[src/design/rv_decode_pkg.sv]
`default_nettype none

package rv_decode_pkg;

    localparam int xlen = 32;

    typedef logic [31:0] instr_t;
    // word address, byte offset dropped
    typedef logic [31:2] pc_t;
    typedef logic [4:0]  reg_idx_t;
    typedef logic [2:0]  funct3_t;

    // addi x0, x0, 0
    localparam instr_t nop_instr = 32'h0000_0013;

    localparam logic [6:0] f7_base = 7'b000_0000;
    localparam logic [6:0] f7_alt  = 7'b010_0000;

    typedef enum logic [3:0] {
        grp_none,
        grp_load,
        grp_misc_mem,
        grp_arith_imm,
        grp_auipc,
        grp_store,
        grp_arith_reg,
        grp_lui,
        grp_branch,
        grp_jalr,
        grp_jal,
        grp_system
    } op_grp_e;

    typedef enum logic [5:0] {
        kind_lb, kind_lh, kind_lw, kind_lbu, kind_lhu,
        kind_addi, kind_slli, kind_slti, kind_sltiu, kind_xori,
        kind_srli, kind_srai, kind_ori, kind_andi,
        kind_auipc,
        kind_sb, kind_sh, kind_sw,
        kind_add, kind_sub, kind_sll, kind_slt, kind_sltu,
        kind_xor, kind_srl, kind_sra, kind_or, kind_and,
        kind_lui,
        kind_beq, kind_bne, kind_blt, kind_bge, kind_bltu, kind_bgeu,
        kind_jalr,
        kind_jal,
        kind_fence,
        kind_fence_i,
        kind_illegal
    } instr_kind_e;

    typedef enum logic [2:0] {
        imm_none,
        imm_i,
        imm_s,
        imm_b,
        imm_u,
        imm_j
    } imm_fmt_e;

    // bit 3 marks the compare codes
    typedef enum logic [3:0] {
        alu_add      = 4'd0,
        alu_sub      = 4'd1,
        alu_xor      = 4'd2,
        alu_or       = 4'd3,
        alu_and      = 4'd4,
        alu_shl      = 4'd5,
        alu_shr      = 4'd6,
        alu_cmp_eq   = 4'd8,
        alu_cmp_neq  = 4'd9,
        alu_cmp_lts  = 4'd10,
        alu_cmp_nlts = 4'd11,
        alu_cmp_ltu  = 4'd12,
        alu_cmp_nltu = 4'd13
    } alu_op_e;

    typedef enum logic [1:0] {
        op1_reg  = 2'd0,
        op1_pc   = 2'd1,
        op1_zero = 2'd2
    } op1_sel_e;

    typedef enum logic {
        op2_reg = 1'b0,
        op2_imm = 1'b1
    } op2_sel_e;

    typedef enum logic [1:0] {
        res_alu    = 2'd0,
        res_memory = 2'd1,
        res_pc_p4  = 2'd2
    } res_src_e;

endpackage

`default_nettype wire
[src/design/rv_decode.sv]
`timescale 1ns/1ps
`default_nettype none

module rv_decode
    import rv_decode_pkg::*;
(
    input  wire logic   i_clk,
    input  wire logic   i_arst_n,
    input  wire logic   i_stall,
    input  wire logic   i_flush,
    input  wire instr_t i_instr,
    input  wire pc_t    i_pc,
    input  wire pc_t    i_pc_p4,
    output reg_idx_t    o_rs1,
    output reg_idx_t    o_rs2,
    output reg_idx_t    o_rd,
    output funct3_t     o_funct3,
    output pc_t         o_pc,
    output pc_t         o_pc_p4,
    output logic [xlen-1:0] o_imm,
    output logic        o_reg_write,
    output logic        o_mem_read,
    output logic        o_mem_write,
    output logic        o_jump,
    output logic        o_branch,
    output logic        o_pc_sel,
    output logic        o_inv_instr,
    output res_src_e    o_res_src,
    output op1_sel_e    o_alu_op1_sel,
    output op2_sel_e    o_alu_op2_sel,
    output logic [4:0]  o_alu_ctrl
);

    instr_t      instr_q;
    instr_kind_e kind;
    imm_fmt_e    imm_fmt;

    rv_decode_stage_reg u_stage_reg (
        .i_clk    (i_clk),
        .i_arst_n (i_arst_n),
        .i_stall  (i_stall),
        .i_flush  (i_flush),
        .i_instr  (i_instr),
        .i_pc     (i_pc),
        .i_pc_p4  (i_pc_p4),
        .o_instr  (instr_q),
        .o_pc     (o_pc),
        .o_pc_p4  (o_pc_p4)
    );

    rv_instr_classify u_classify (
        .i_instr     (instr_q),
        .o_kind      (kind),
        .o_imm_fmt   (imm_fmt),
        .o_inv_instr (o_inv_instr)
    );

    rv_imm_gen u_imm_gen (
        .i_instr (instr_q),
        .i_fmt   (imm_fmt),
        .o_imm   (o_imm)
    );

    rv_ctrl_gen u_ctrl_gen (
        .i_kind        (kind),
        .o_reg_write   (o_reg_write),
        .o_mem_read    (o_mem_read),
        .o_mem_write   (o_mem_write),
        .o_jump        (o_jump),
        .o_branch      (o_branch),
        .o_pc_sel      (o_pc_sel),
        .o_res_src     (o_res_src),
        .o_alu_op1_sel (o_alu_op1_sel),
        .o_alu_op2_sel (o_alu_op2_sel),
        .o_alu_ctrl    (o_alu_ctrl)
    );

    // raw fields, valid whatever the format
    assign o_rd     = instr_q[11:7];
    assign o_funct3 = instr_q[14:12];
    assign o_rs1    = instr_q[19:15];
    assign o_rs2    = instr_q[24:20];

endmodule

`default_nettype wire

[src/design/rv_ctrl_gen.sv]
`timescale 1ns/1ps
`default_nettype none

module rv_ctrl_gen
    import rv_decode_pkg::*;
(
    input  wire instr_kind_e i_kind,
    output logic        o_reg_write,
    output logic        o_mem_read,
    output logic        o_mem_write,
    output logic        o_jump,
    output logic        o_branch,
    output logic        o_pc_sel,
    output res_src_e    o_res_src,
    output op1_sel_e    o_alu_op1_sel,
    output op2_sel_e    o_alu_op2_sel,
    output logic [4:0]  o_alu_ctrl
);

    logic    is_load;
    logic    is_store;
    logic    is_imm;
    logic    is_reg;
    logic    is_jump;
    alu_op_e alu_op;

    assign is_load  = i_kind inside {kind_lb, kind_lh, kind_lw, kind_lbu, kind_lhu};
    assign is_store = i_kind inside {kind_sb, kind_sh, kind_sw};
    assign is_imm   = i_kind inside {kind_addi, kind_slli, kind_slti, kind_sltiu, kind_xori,
                                     kind_srli, kind_srai, kind_ori, kind_andi};
    assign is_reg   = i_kind inside {kind_add, kind_sub, kind_sll, kind_slt, kind_sltu,
                                     kind_xor, kind_srl, kind_sra, kind_or, kind_and};
    assign is_jump  = i_kind inside {kind_jal, kind_jalr};

    assign o_branch = i_kind inside {kind_beq, kind_bne, kind_blt, kind_bge,
                                     kind_bltu, kind_bgeu};

    assign o_reg_write = is_load | is_imm | is_reg | is_jump
                       | (i_kind == kind_lui) | (i_kind == kind_auipc);
    assign o_mem_read  = is_load;
    assign o_mem_write = is_store;
    assign o_jump      = is_jump;
    assign o_pc_sel    = (i_kind == kind_jalr);

    // lui goes through the alu as 0 + imm
    assign o_alu_op1_sel = (i_kind inside {kind_auipc, kind_jal}) ? op1_pc :
                           (i_kind == kind_lui)                  ? op1_zero : op1_reg;

    assign o_alu_op2_sel = (is_imm | is_load | is_store | is_jump
                         | (i_kind == kind_lui) | (i_kind == kind_auipc)) ? op2_imm : op2_reg;

    assign o_res_src = is_load ? res_memory :
                       is_jump ? res_pc_p4  : res_alu;

    always_comb
    begin
        case (i_kind)
            kind_beq:                          alu_op = alu_cmp_eq;
            kind_bne:                          alu_op = alu_cmp_neq;
            kind_slt, kind_slti, kind_blt:     alu_op = alu_cmp_lts;
            kind_bge:                          alu_op = alu_cmp_nlts;
            kind_sltu, kind_sltiu, kind_bltu:  alu_op = alu_cmp_ltu;
            kind_bgeu:                         alu_op = alu_cmp_nltu;
            kind_sub:                          alu_op = alu_sub;
            kind_xor, kind_xori:               alu_op = alu_xor;
            kind_or, kind_ori:                 alu_op = alu_or;
            kind_and, kind_andi:               alu_op = alu_and;
            kind_sll, kind_slli:               alu_op = alu_shl;
            kind_srl, kind_srli,
            kind_sra, kind_srai:               alu_op = alu_shr;
            default:                           alu_op = alu_add;
        endcase
        // bit 4 picks arithmetic shift
        o_alu_ctrl = {(i_kind inside {kind_sra, kind_srai}), alu_op};
        a_mem_excl: assert final (!(o_mem_read && o_mem_write));
    end

endmodule

`default_nettype wire

[src/design/rv_imm_gen.sv]
`timescale 1ns/1ps
`default_nettype none

module rv_imm_gen
    import rv_decode_pkg::*;
(
    input  wire instr_t   i_instr,
    input  wire imm_fmt_e i_fmt,
    output logic [xlen-1:0] o_imm
);

    logic sign;

    assign sign = i_instr[31];

    always_comb
    begin
        case (i_fmt)
            imm_i:
                o_imm = {{21{sign}}, i_instr[30:20]};
            imm_s:
                o_imm = {{21{sign}}, i_instr[30:25], i_instr[11:7]};
            imm_b:
                o_imm = {{20{sign}}, i_instr[7], i_instr[30:25], i_instr[11:8], 1'b0};
            imm_u:
                o_imm = {i_instr[31:12], 12'h000};
            imm_j:
                o_imm = {{12{sign}}, i_instr[19:12], i_instr[20], i_instr[30:21], 1'b0};
            // no immediate, keep it quiet
            default:
                o_imm = '0;
        endcase
    end

endmodule

`default_nettype wire

[src/design/rv_instr_classify.sv]
`timescale 1ns/1ps
`default_nettype none

module rv_instr_classify
    import rv_decode_pkg::*;
(
    input  wire instr_t i_instr,
    output instr_kind_e o_kind,
    output imm_fmt_e    o_imm_fmt,
    output logic        o_inv_instr
);

    op_grp_e    grp;
    logic [2:0] funct3;
    logic [6:0] funct7;

    assign funct3 = i_instr[14:12];
    assign funct7 = i_instr[31:25];

    // compressed encodings never reach a group
    always_comb
    begin
        grp = grp_none;
        if (i_instr[1:0] == 2'b11)
        begin
            case (i_instr[6:2])
                5'b00000: grp = grp_load;
                5'b00011: grp = grp_misc_mem;
                5'b00100: grp = grp_arith_imm;
                5'b00101: grp = grp_auipc;
                5'b01000: grp = grp_store;
                5'b01100: grp = grp_arith_reg;
                5'b01101: grp = grp_lui;
                5'b11000: grp = grp_branch;
                5'b11001: grp = grp_jalr;
                5'b11011: grp = grp_jal;
                5'b11100: grp = grp_system;
                default:  grp = grp_none;
            endcase
        end
    end

    always_comb
    begin
        o_kind = kind_illegal;
        case (grp)
            grp_load:
            begin
                case (funct3)
                    3'b000:  o_kind = kind_lb;
                    3'b001:  o_kind = kind_lh;
                    3'b010:  o_kind = kind_lw;
                    3'b100:  o_kind = kind_lbu;
                    3'b101:  o_kind = kind_lhu;
                    default: o_kind = kind_illegal;
                endcase
            end
            grp_misc_mem:
            begin
                if (funct3 == 3'b000)
                    o_kind = kind_fence;
                else if (funct3 == 3'b001)
                    o_kind = kind_fence_i;
            end
            grp_arith_imm:
            begin
                case (funct3)
                    3'b000: o_kind = kind_addi;
                    3'b001: o_kind = kind_slli;
                    3'b010: o_kind = kind_slti;
                    3'b011: o_kind = kind_sltiu;
                    3'b100: o_kind = kind_xori;
                    3'b101:
                    begin
                        if (funct7 == f7_base)
                            o_kind = kind_srli;
                        else if (funct7 == f7_alt)
                            o_kind = kind_srai;
                    end
                    3'b110: o_kind = kind_ori;
                    3'b111: o_kind = kind_andi;
                    default: o_kind = kind_illegal;
                endcase
            end
            grp_auipc: o_kind = kind_auipc;
            grp_store:
            begin
                case (funct3)
                    3'b000:  o_kind = kind_sb;
                    3'b001:  o_kind = kind_sh;
                    3'b010:  o_kind = kind_sw;
                    default: o_kind = kind_illegal;
                endcase
            end
            grp_arith_reg:
            begin
                if (funct7 == f7_base)
                begin
                    case (funct3)
                        3'b000:  o_kind = kind_add;
                        3'b001:  o_kind = kind_sll;
                        3'b010:  o_kind = kind_slt;
                        3'b011:  o_kind = kind_sltu;
                        3'b100:  o_kind = kind_xor;
                        3'b101:  o_kind = kind_srl;
                        3'b110:  o_kind = kind_or;
                        default: o_kind = kind_and;
                    endcase
                end
                else if (funct7 == f7_alt)
                begin
                    if (funct3 == 3'b000)
                        o_kind = kind_sub;
                    else if (funct3 == 3'b101)
                        o_kind = kind_sra;
                end
            end
            grp_lui: o_kind = kind_lui;
            grp_branch:
            begin
                case (funct3)
                    3'b000:  o_kind = kind_beq;
                    3'b001:  o_kind = kind_bne;
                    3'b100:  o_kind = kind_blt;
                    3'b101:  o_kind = kind_bge;
                    3'b110:  o_kind = kind_bltu;
                    3'b111:  o_kind = kind_bgeu;
                    default: o_kind = kind_illegal;
                endcase
            end
            grp_jalr:
            begin
                if (funct3 == 3'b000)
                    o_kind = kind_jalr;
            end
            grp_jal: o_kind = kind_jal;
            // ecall and ebreak not supported
            grp_system: o_kind = kind_illegal;
            default: o_kind = kind_illegal;
        endcase
    end

    always_comb
    begin
        case (o_kind)
            kind_jal:
                o_imm_fmt = imm_j;
            kind_lui, kind_auipc:
                o_imm_fmt = imm_u;
            kind_jalr, kind_lb, kind_lh, kind_lw, kind_lbu, kind_lhu,
            kind_addi, kind_slli, kind_slti, kind_sltiu, kind_xori,
            kind_srli, kind_srai, kind_ori, kind_andi:
                o_imm_fmt = imm_i;
            kind_beq, kind_bne, kind_blt, kind_bge, kind_bltu, kind_bgeu:
                o_imm_fmt = imm_b;
            kind_sb, kind_sh, kind_sw:
                o_imm_fmt = imm_s;
            default:
                o_imm_fmt = imm_none;
        endcase
        o_inv_instr = (o_kind == kind_illegal);
        a_inv_no_imm: assert final (!o_inv_instr || o_imm_fmt == imm_none);
    end

endmodule

`default_nettype wire

[src/design/rv_decode_stage_reg.sv]
`timescale 1ns/1ps
`default_nettype none

module rv_decode_stage_reg
    import rv_decode_pkg::*;
(
    input  wire logic   i_clk,
    input  wire logic   i_arst_n,
    input  wire logic   i_stall,
    input  wire logic   i_flush,
    input  wire instr_t i_instr,
    input  wire pc_t    i_pc,
    input  wire pc_t    i_pc_p4,
    output instr_t      o_instr,
    output pc_t         o_pc,
    output pc_t         o_pc_p4
);

    // flush beats stall, bubble is a real nop
    always_ff @(posedge i_clk or negedge i_arst_n)
    begin
        if (!i_arst_n)
        begin
            o_instr <= nop_instr;
            o_pc    <= '0;
            o_pc_p4 <= '0;
        end
        else if (i_flush)
        begin
            o_instr <= nop_instr;
            o_pc    <= '0;
            o_pc_p4 <= '0;
        end
        else if (!i_stall)
        begin
            o_instr <= i_instr;
            o_pc    <= i_pc;
            o_pc_p4 <= i_pc_p4;
        end
    end

    a_stall_hold: assert property (
        @(posedge i_clk) disable iff (!i_arst_n)
        (i_stall && !i_flush) |=>
            ($stable(o_instr) && $stable(o_pc) && $stable(o_pc_p4))
    );

endmodule

`default_nettype wire

[config.mk]
export PLATFORM = sky130hd
export DESIGN_NAME = rv_decode
export DESIGN_NICKNAME = d
export VERILOG_FILES = /design/src/design/rv_decode_pkg.sv /design/src/design/rv_decode.sv /design/src/design/rv_ctrl_gen.sv /design/src/design/rv_imm_gen.sv /design/src/design/rv_instr_classify.sv /design/src/design/rv_decode_stage_reg.sv
export SDC_FILE = /design/constraint.sdc
export NUM_CORES = 1
export LEC_CHECK = 0
export ABC_CLOCK_PERIOD_IN_PS = 10000
export BUFFER_PORTS_ARGS = -buffer_cell sky130_fd_sc_hd__buf_4
export CAP_MARGIN = 20
export CORE_MARGIN = 4
export CORE_UTILIZATION = 54
export DETAILED_ROUTE_END_ITERATION = 6
export GPL_TIMING_DRIVEN = 0
export PLACE_DENSITY = 0.87
export SYNTH_ARGS = -nofsm -noshare
export SYNTH_HDL_FRONTEND = slang
export SYNTH_SLANG_ARGS = --single-unit
[constraint.sdc]
create_clock -name i_clk -period 10 [get_ports i_clk]
set_input_delay 2 -clock i_clk [delete_from_list [all_inputs] [get_ports i_clk]]
set_output_delay 2 -clock i_clk [all_outputs]
set_load 0.03 [all_outputs]
# Yosys cells after proc, flatten, opt, wreduce, memory -nomap -nowiden
# Memory sizes are Yosys's and may differ from the RTL's.
# Cells that the tools add are included.
[word_totals]
register_bits = 92
rom_bits = 576
in_bits = 96
output_inout_bits = 127
elab_cells = 116
mem_count = 3
[op_classes]
eq_ne = 62
mux = 28
n_bitwise = 9
n_reduce_logical = 11
[memory_table]
columns = ["memory", "words", "word_bits", "rd", "rd_ports_with_merged_regs", "wr", "line", "rtl"]
rows = [
  ["(name not given)", 64, 4, 1, 0, 0, "rv_ctrl_gen.sv:57", "case (i_kind)"],
  ["(name not given)", 64, 3, 1, 0, 0, "rv_instr_classify.sv:145", "case (o_kind)"],
  ["(name not given)", 32, 4, 1, 0, 0, "rv_instr_classify.sv:26", "case (i_instr[6:2])"],
]
[op_table]
columns = ["op", "count"]
rows = [
  ["one-hot mux 32 bit (5 select lines)", 1],
  ["2-to-1 mux 30 bit", 4],
  ["== test 6 x 5 -> 1 bit, second input constant", 16],
  ["2-to-1 mux 32 bit", 2],
  ["one-hot mux 6 bit (10 select lines)", 1],
  ["== test 6 x 4 -> 1 bit, second input constant", 8],
  ["one-hot mux 6 bit (8 select lines)", 1],
  ["2-to-1 mux 6 bit", 7],
  ["== test 6 bit, second input constant", 6],
  ["one-hot mux 6 bit (6 select lines)", 1],
  ["one-hot mux 6 bit (5 select lines)", 1],
  ["one-hot mux 4 bit (7 select lines)", 1],
  ["== test 6 x 3 -> 1 bit, second input constant", 4],
  ["== test 3 bit, second input constant", 6],
  ["one-hot mux 6 bit (3 select lines)", 1],
  ["== test 4 x 3 -> 1 bit, second input constant", 4],
  ["== test 3 x 2 -> 1 bit, second input constant", 4],
  ["== test 4 bit, second input constant", 3],
  ["== test 6 x 2 -> 1 bit, second input constant", 2],
  ["nonzero test 10 bit", 1],
  ["OR 1 bit", 9],
  ["nonzero test 9 bit", 1],
  ["== test 4 x 2 -> 1 bit, second input constant", 2],
  ["2-to-1 mux 2 bit", 4],
  ["other kinds (16)", 20],
]

# Logic depth before layout (Yosys ltp)
[depth]
word_depth = 14
mapped_depth = 18
ltp_nobuf = 15

# Cells and area by module
# A second synthesis with hierarchy kept.
[unflattened]
cells_unflattened = 615
hier_area_um2 = 5839.4
[by_module_without_submodules]
columns = ["module", "instances", "cells_per_inst", "area_each_um2", "seq_area_each_um2"]
rows = [
  ["rv_decode_stage_reg", 1, 296, 3803.6, 2306.0],
  ["rv_instr_classify", 1, 162, 983.4, 0.0],
  ["rv_ctrl_gen", 1, 91, 661.9, 0.0],
  ["rv_imm_gen", 1, 66, 390.4, 0.0],
]

# Least setup slack after synthesis
# Ideal clock, no wire load.
[synth_timing]
kind = "register to output"
startpoint = "register u_stage_reg.o_instr[0]"
endpoint = "output port o_alu_op2_sel"
arrival_time_ns = 3.807
required_ns = 8.000
setup_slack_ns = 4.193
path_stages_with_launch = 10
n_path_buf = 0
cell_sequence = "dfstp_2 nand2_1 or4b_1 o311ai_0 a21oi_1 nor4_1 ha_1 nor2_1 o41ai_1 nand4b_1"
[synth_via]
word_cells_on_any_way = 44
cone_classes = "eq/ne: 31; mux: 3; bitwise: 5; reduce/logical: 5"
[synth_rtl]
columns = ["element", "line", "rtl"]
rows = [
  ["from (decl)", "rv_decode_stage_reg.sv:14", "output instr_t o_instr,"],
  ["from (signal assigned)", "rv_decode_stage_reg.sv:24", "o_instr <= nop_instr;"],
  ["from (signal assigned)", "rv_decode_stage_reg.sv:30", "o_instr <= nop_instr;"],
  ["from (signal assigned)", "rv_decode_stage_reg.sv:36", "o_instr <= i_instr;"],
  ["== test 2 bit (*)", "rv_instr_classify.sv:24", "if (i_instr[1:0] == 2'b11)"],
  ["2-to-1 mux 4 bit (*)", "rv_instr_classify.sv:24", ""],
  ["== test 4 bit, or another cell as far along", "rv_instr_classify.sv:46", "case (grp)"],
  ["one-hot mux 6 bit (10 select lines) (*)", "rv_instr_classify.sv:46", ""],
  ["== test 6 x 4 -> 1 bit or == test 6 x 5 -> 1 bit (tied branches)", "rv_ctrl_gen.sv:28", "assign is_store = i_kind inside {kind_sb, kind_sh, kind_sw};"],
  ["nonzero test 3 bit (*)", "rv_ctrl_gen.sv:28", ""],
  ["named net o_mem_write", "rv_decode.sv:23", "output logic o_mem_write,"],
  ["OR 1 bit (*) (2 in a row)", "rv_ctrl_gen.sv:49", "assign o_alu_op2_sel = (is_imm | is_load | is_store | is_jump"],
  ["OR 1 bit (*) (2 in a row)", "rv_ctrl_gen.sv:50", "| (i_kind == kind_lui) | (i_kind == kind_auipc)) ? op2_imm : op2_reg;"],
  ["2-to-1 mux 1 bit (*)", "rv_ctrl_gen.sv:50", ""],
  ["to (decl)", "rv_decode.sv:30", "output op2_sel_e o_alu_op2_sel,"],
]
# Mark *: on every way through the listed nets, which the timed path passes. The rest lies on a longest branch.

# Worst setup path in the final report
[layout_timing]
startpoint = "register u_stage_reg.o_instr[28]"
endpoint = "output port o_imm[11]"
[layout_via]
elab_chain_cells = 8
word_cells_on_any_way = 15
cone_classes = "eq/ne: 6; mux: 7; reduce/logical: 1; memory: 1"
[layout_lines]
columns = ["element", "line", "rtl"]
rows = [
  ["== test 7 x 6 -> 1 bit", "rv_instr_classify.sv:77, rv_instr_classify.sv:110", ""],
  ["2-to-1 mux 6 bit", "rv_instr_classify.sv:77", "else if (funct7 == f7_alt)"],
  ["2-to-1 mux 6 bit", "rv_instr_classify.sv:75", "if (funct7 == f7_base)"],
  ["one-hot mux 6 bit (8 select lines)", "rv_instr_classify.sv:67", "case (funct3)"],
  ["one-hot mux 6 bit (10 select lines) (*)", "rv_instr_classify.sv:46", ""],
  ["memory read (64 x 3 bit) (*)", "n/a", ""],
  ["== test 3 bit, or another cell as far along", "rv_imm_gen.sv:18", "case (i_fmt)"],
  ["one-hot mux 32 bit (5 select lines) (*)", "rv_imm_gen.sv:18", ""],
  ["to (decl)", "rv_decode.sv:20", "output logic [xlen-1:0] o_imm,"],
]
# Every way passes the cells marked *; elsewhere a longest branch is shown, timed or not.

==> impl_metrics.tcl <==
set metrics [dict create \
    status "complete, no violations" \
    cp_slowest_stage_delay_ns 0.92 \
    p_seq_frac 0.360 \
    antenna_found_initial 0 \
    slew_headroom 0.253 \
    ys_async_sr_fraction 1.00 \
    rows 37 \
    switchingPower_w 0.000444 \
    cp-start-kind "flip-flop" \
    synthesis.area_um2 5910 \
    grt_pass1_vias 6077 \
    synthCells 639 \
    post-route-drc-count 0 \
    cap_viol_max_count 0 \
    gp_congestion 0.926 \
    drt-vias-per-instance 5.85 \
    clock_skew_ns 0 \
    p_sw_frac 0.389 \
    fmax_ghz 0.142 \
    hold_class "flip-flop to flip-flop" \
    grt.total_usage 0.306 \
    required_ns 8.00 \
    core_area_um2 10500 \
    drt_iter0_drc 439 \
    clk_latency_ns 0.35 \
    hp-start "u_stage_reg.o_pc[16]" \
    numCtsBuffers 9 \
    clock-sinks 92 \
    detailed_place_hpwl_um 15500 \
    drive_gt1_frac 0.339 \
    leakagePower_nw 4.18 \
    placed_area_um2 7730 \
    worstPathArrival_ns 5.04 \
    hold_viol 0 \
    crit_type "flip-flop to primary output" \
    wire_per_inst_um 19.7 \
    r2r-start "u_stage_reg.o_instr[13]" \
    postCtsSetupBuffers 0 \
    num_vias 5923 \
    reg2reg_to "u_stage_reg.o_instr[13]" \
    path_max_fanout 10 \
    r2r_cells 4 \
    die_h_um 113 \
    grt-ovfl-total 0 \
    diodes 0 \
    num-fill-cells 728 \
    combinationalPowerShare 0.410 \
    drtPass1Iterations 5 \
    synth_flop_cell "dfrtp_1" \
    synth_edf_count 0 \
    min_period_ns 7.04 \
    multi_input_area_um2 3180 \
    drv_slew 0 \
    ff2ff_setup_slack_ns 8.41 \
    ys_types 76 \
    syn-num-nets 743 \
    io_pins 223 \
    cts_tree "yes" \
    clkPwrFrac 0.229 \
    setup_viol 0 \
    io_buffers 220 \
    hold_path_end "u_stage_reg.o_pc[16]" \
    cts_root_buf "clkbuf_8" \
    whs_path_depth 2 \
    rsz0062_at_grt "false" \
    cts-resized-gates 0 \
    fin_setup_tns_ns 0 \
    ctsHoldBuffers 0 \
    ant_nets 0 \
    area_growth_pct 34.8 \
    clk_path_buf_depth 2 \
    ys_ff_latch 92 \
    clkTransAtPathRegs_ns 0.09 \
    wl_um 19900 \
    htree_levels 3 \
    worstPathCellList "nor4_1, nand2_1, or4_1, a32oi_1, o211ai_1, inv_1, ha_1, inv_1, o31ai_4, clkbuf_1, nand4_1, o211ai_1, buf_4" \
    slowest_stage "nor4_1" \
    nets 975 \
    yosys.area.top_type "dfrtp_1" \
    cp-end-kind "primary output" \
    seqCellArea_um2 2310 \
    p_per_area_nw_per_um2 143 \
    timing.final.crit_share 0.704 \
    power.internal_w 0.000696 \
    die_w_um 113 \
    synth_top_area_frac 0.377 \
    dieArea_um2 12700 \
    irDropWorstVdd_uv 103 \
    yosysSeqAreaShare 0.390 \
    grt_pass1_wl_um 31300 \
    grt_max_degree 93 \
    netlist_top_cells_area "dfrtp_1 (38%), mux2i_1 (16%), nor2_1 (7.0%)" \
    initial_core_util 0.562 \
    final_cell_area_um2 7970 \
    synth.avg_cell_area_um2 9.25 \
    tightest_slew_ns 1.11 \
    synth_warnings 0 \
]
## power by group through the flow
stage	clock [W]	sequential, W	combinational, W
3_5_place_dp	0	0.000417	0.000461
4_1_cts	0.000266	0.000411	0.000463
2_1_floorplan	0	0.000440	0.000270
3_3_place_gp	0	0.000417	0.000452
6_report	0.000262	0.000411	0.000468
5_1_grt	0.000281	0.000414	0.000499
## stage by stage
| stage | total power (W) | util | hold WS [ns] | setup slack (ns) | cells |
|---|---|---|---|---|---|
| CTS | 0.00114 | 0.756 | 0.538 | 3.11 | 1011 |
| detailed placement | 0.000878 | 0.736 | 0.515 | 3.54 | 995 |
| global placement | 0.000868 | 0.736 | 0.504 | 3.47 | 995 |
| global route | 0.00119 | 0.758 | 0.577 | 2.58 | 1012 |
| finish | 0.00114 | 0.758 | 0.534 | 2.96 | 1012 |
| floorplan | 0.000710 | - | 0.513 | 4.19 | 639 |
## layout make-up
class,instances,area share
buffer,73,0.0484
clock buffer,10,0.0173
clock inverter,6,0.00895
inverter,11,0.00518
multi-input combinational,463,0.399
sequential,92,0.289
tap,136,0.0214
timing repair buffer,221,0.211
## metal layers
metal | track usage | wire length, um
met1 | 0.345 | 7300
met2 | 0.517 | 9920
met3 | 0.101 | 1720
met4 | 0.156 | 993
met5 | 0 | 0
## synth_stat cells, types with 3 or more instances
library cell	count
o22ai_1	3
and2_1	3
o221ai_1	3
nor3_1	9
nand2_1	29
o21ai_0	12
o21ai_1	3
a211o_1	5
xnor2_1	3
clkbuf_1	28
nand3_1	16
a21boi_0	5
nand4b_1	3
o31ai_1	3
a211oi_1	4
o211ai_1	10
nor2b_1	9
nor4_1	4
a21o_1	12
buf_1	8
o31a_1	5
nand2b_1	3
a22o_1	4
ha_1	8
nand4_1	14
dfstp_2	3
o21a_1	10
and3_1	5
a31oi_1	5
nand3b_1	3
a21oi_1	16
nor2_1	110
buf_4	21
buf_2	14
or3_1	5
mux2i_1	92
inv_1	10
dfrtp_1	89
and3b_1	3
## state kept, by name (all words and copies together) (netlist names)
register,flops
u_stage_reg.o_pc_p4,30
u_stage_reg.o_pc,30
u_stage_reg.o_instr,32
## critical path: cells and delay by family, from the launching register on
family | cells | cell delay [ns]
simple gates | 4 | 1.81
flops | 1 | 0.46
fa+ha+maj | 1 | 0.34
compound gates | 4 | 1.04
buf+inv | 4 | 1.03
## worst max path at each step
stage                                       start            end  slack (ns)
after CTS                 u_stage_reg.o_instr[26]      o_imm[31]        3.11
after global placement    u_stage_reg.o_instr[26]      o_imm[10]        3.47
final                     u_stage_reg.o_instr[28]      o_imm[11]        2.96
after detailed placement  u_stage_reg.o_instr[26]      o_imm[31]        3.54
after floorplan            u_stage_reg.o_instr[0]  o_alu_op2_sel        4.19
after global routing      u_stage_reg.o_instr[26]      o_imm[10]        2.58
## cells by family after synthesis
family,share of synthesized area
AOI/OAI and AO/OA,0.171
xor gates and xnor gates,0.00741
adders and majority gates,0.0169
buffers and inverters,0.0722
DFF,0.390
muxes,0.156
and+or+nand+nor,0.186
## placed cells by master, fill, tap and decap left out, drive strengths merged, types with 10 or more instances in the layout
cell    instances
nand2          29
o21a           10
inv            13
o21ai          15
o211ai         11
dfrtp          89
buf           266
a21o           12
clkbuf         38
nand3          16
a21oi          18
nand4          15
nor2          112
mux2i          92
No activity file was read; power rests on OpenSTA's default activity.
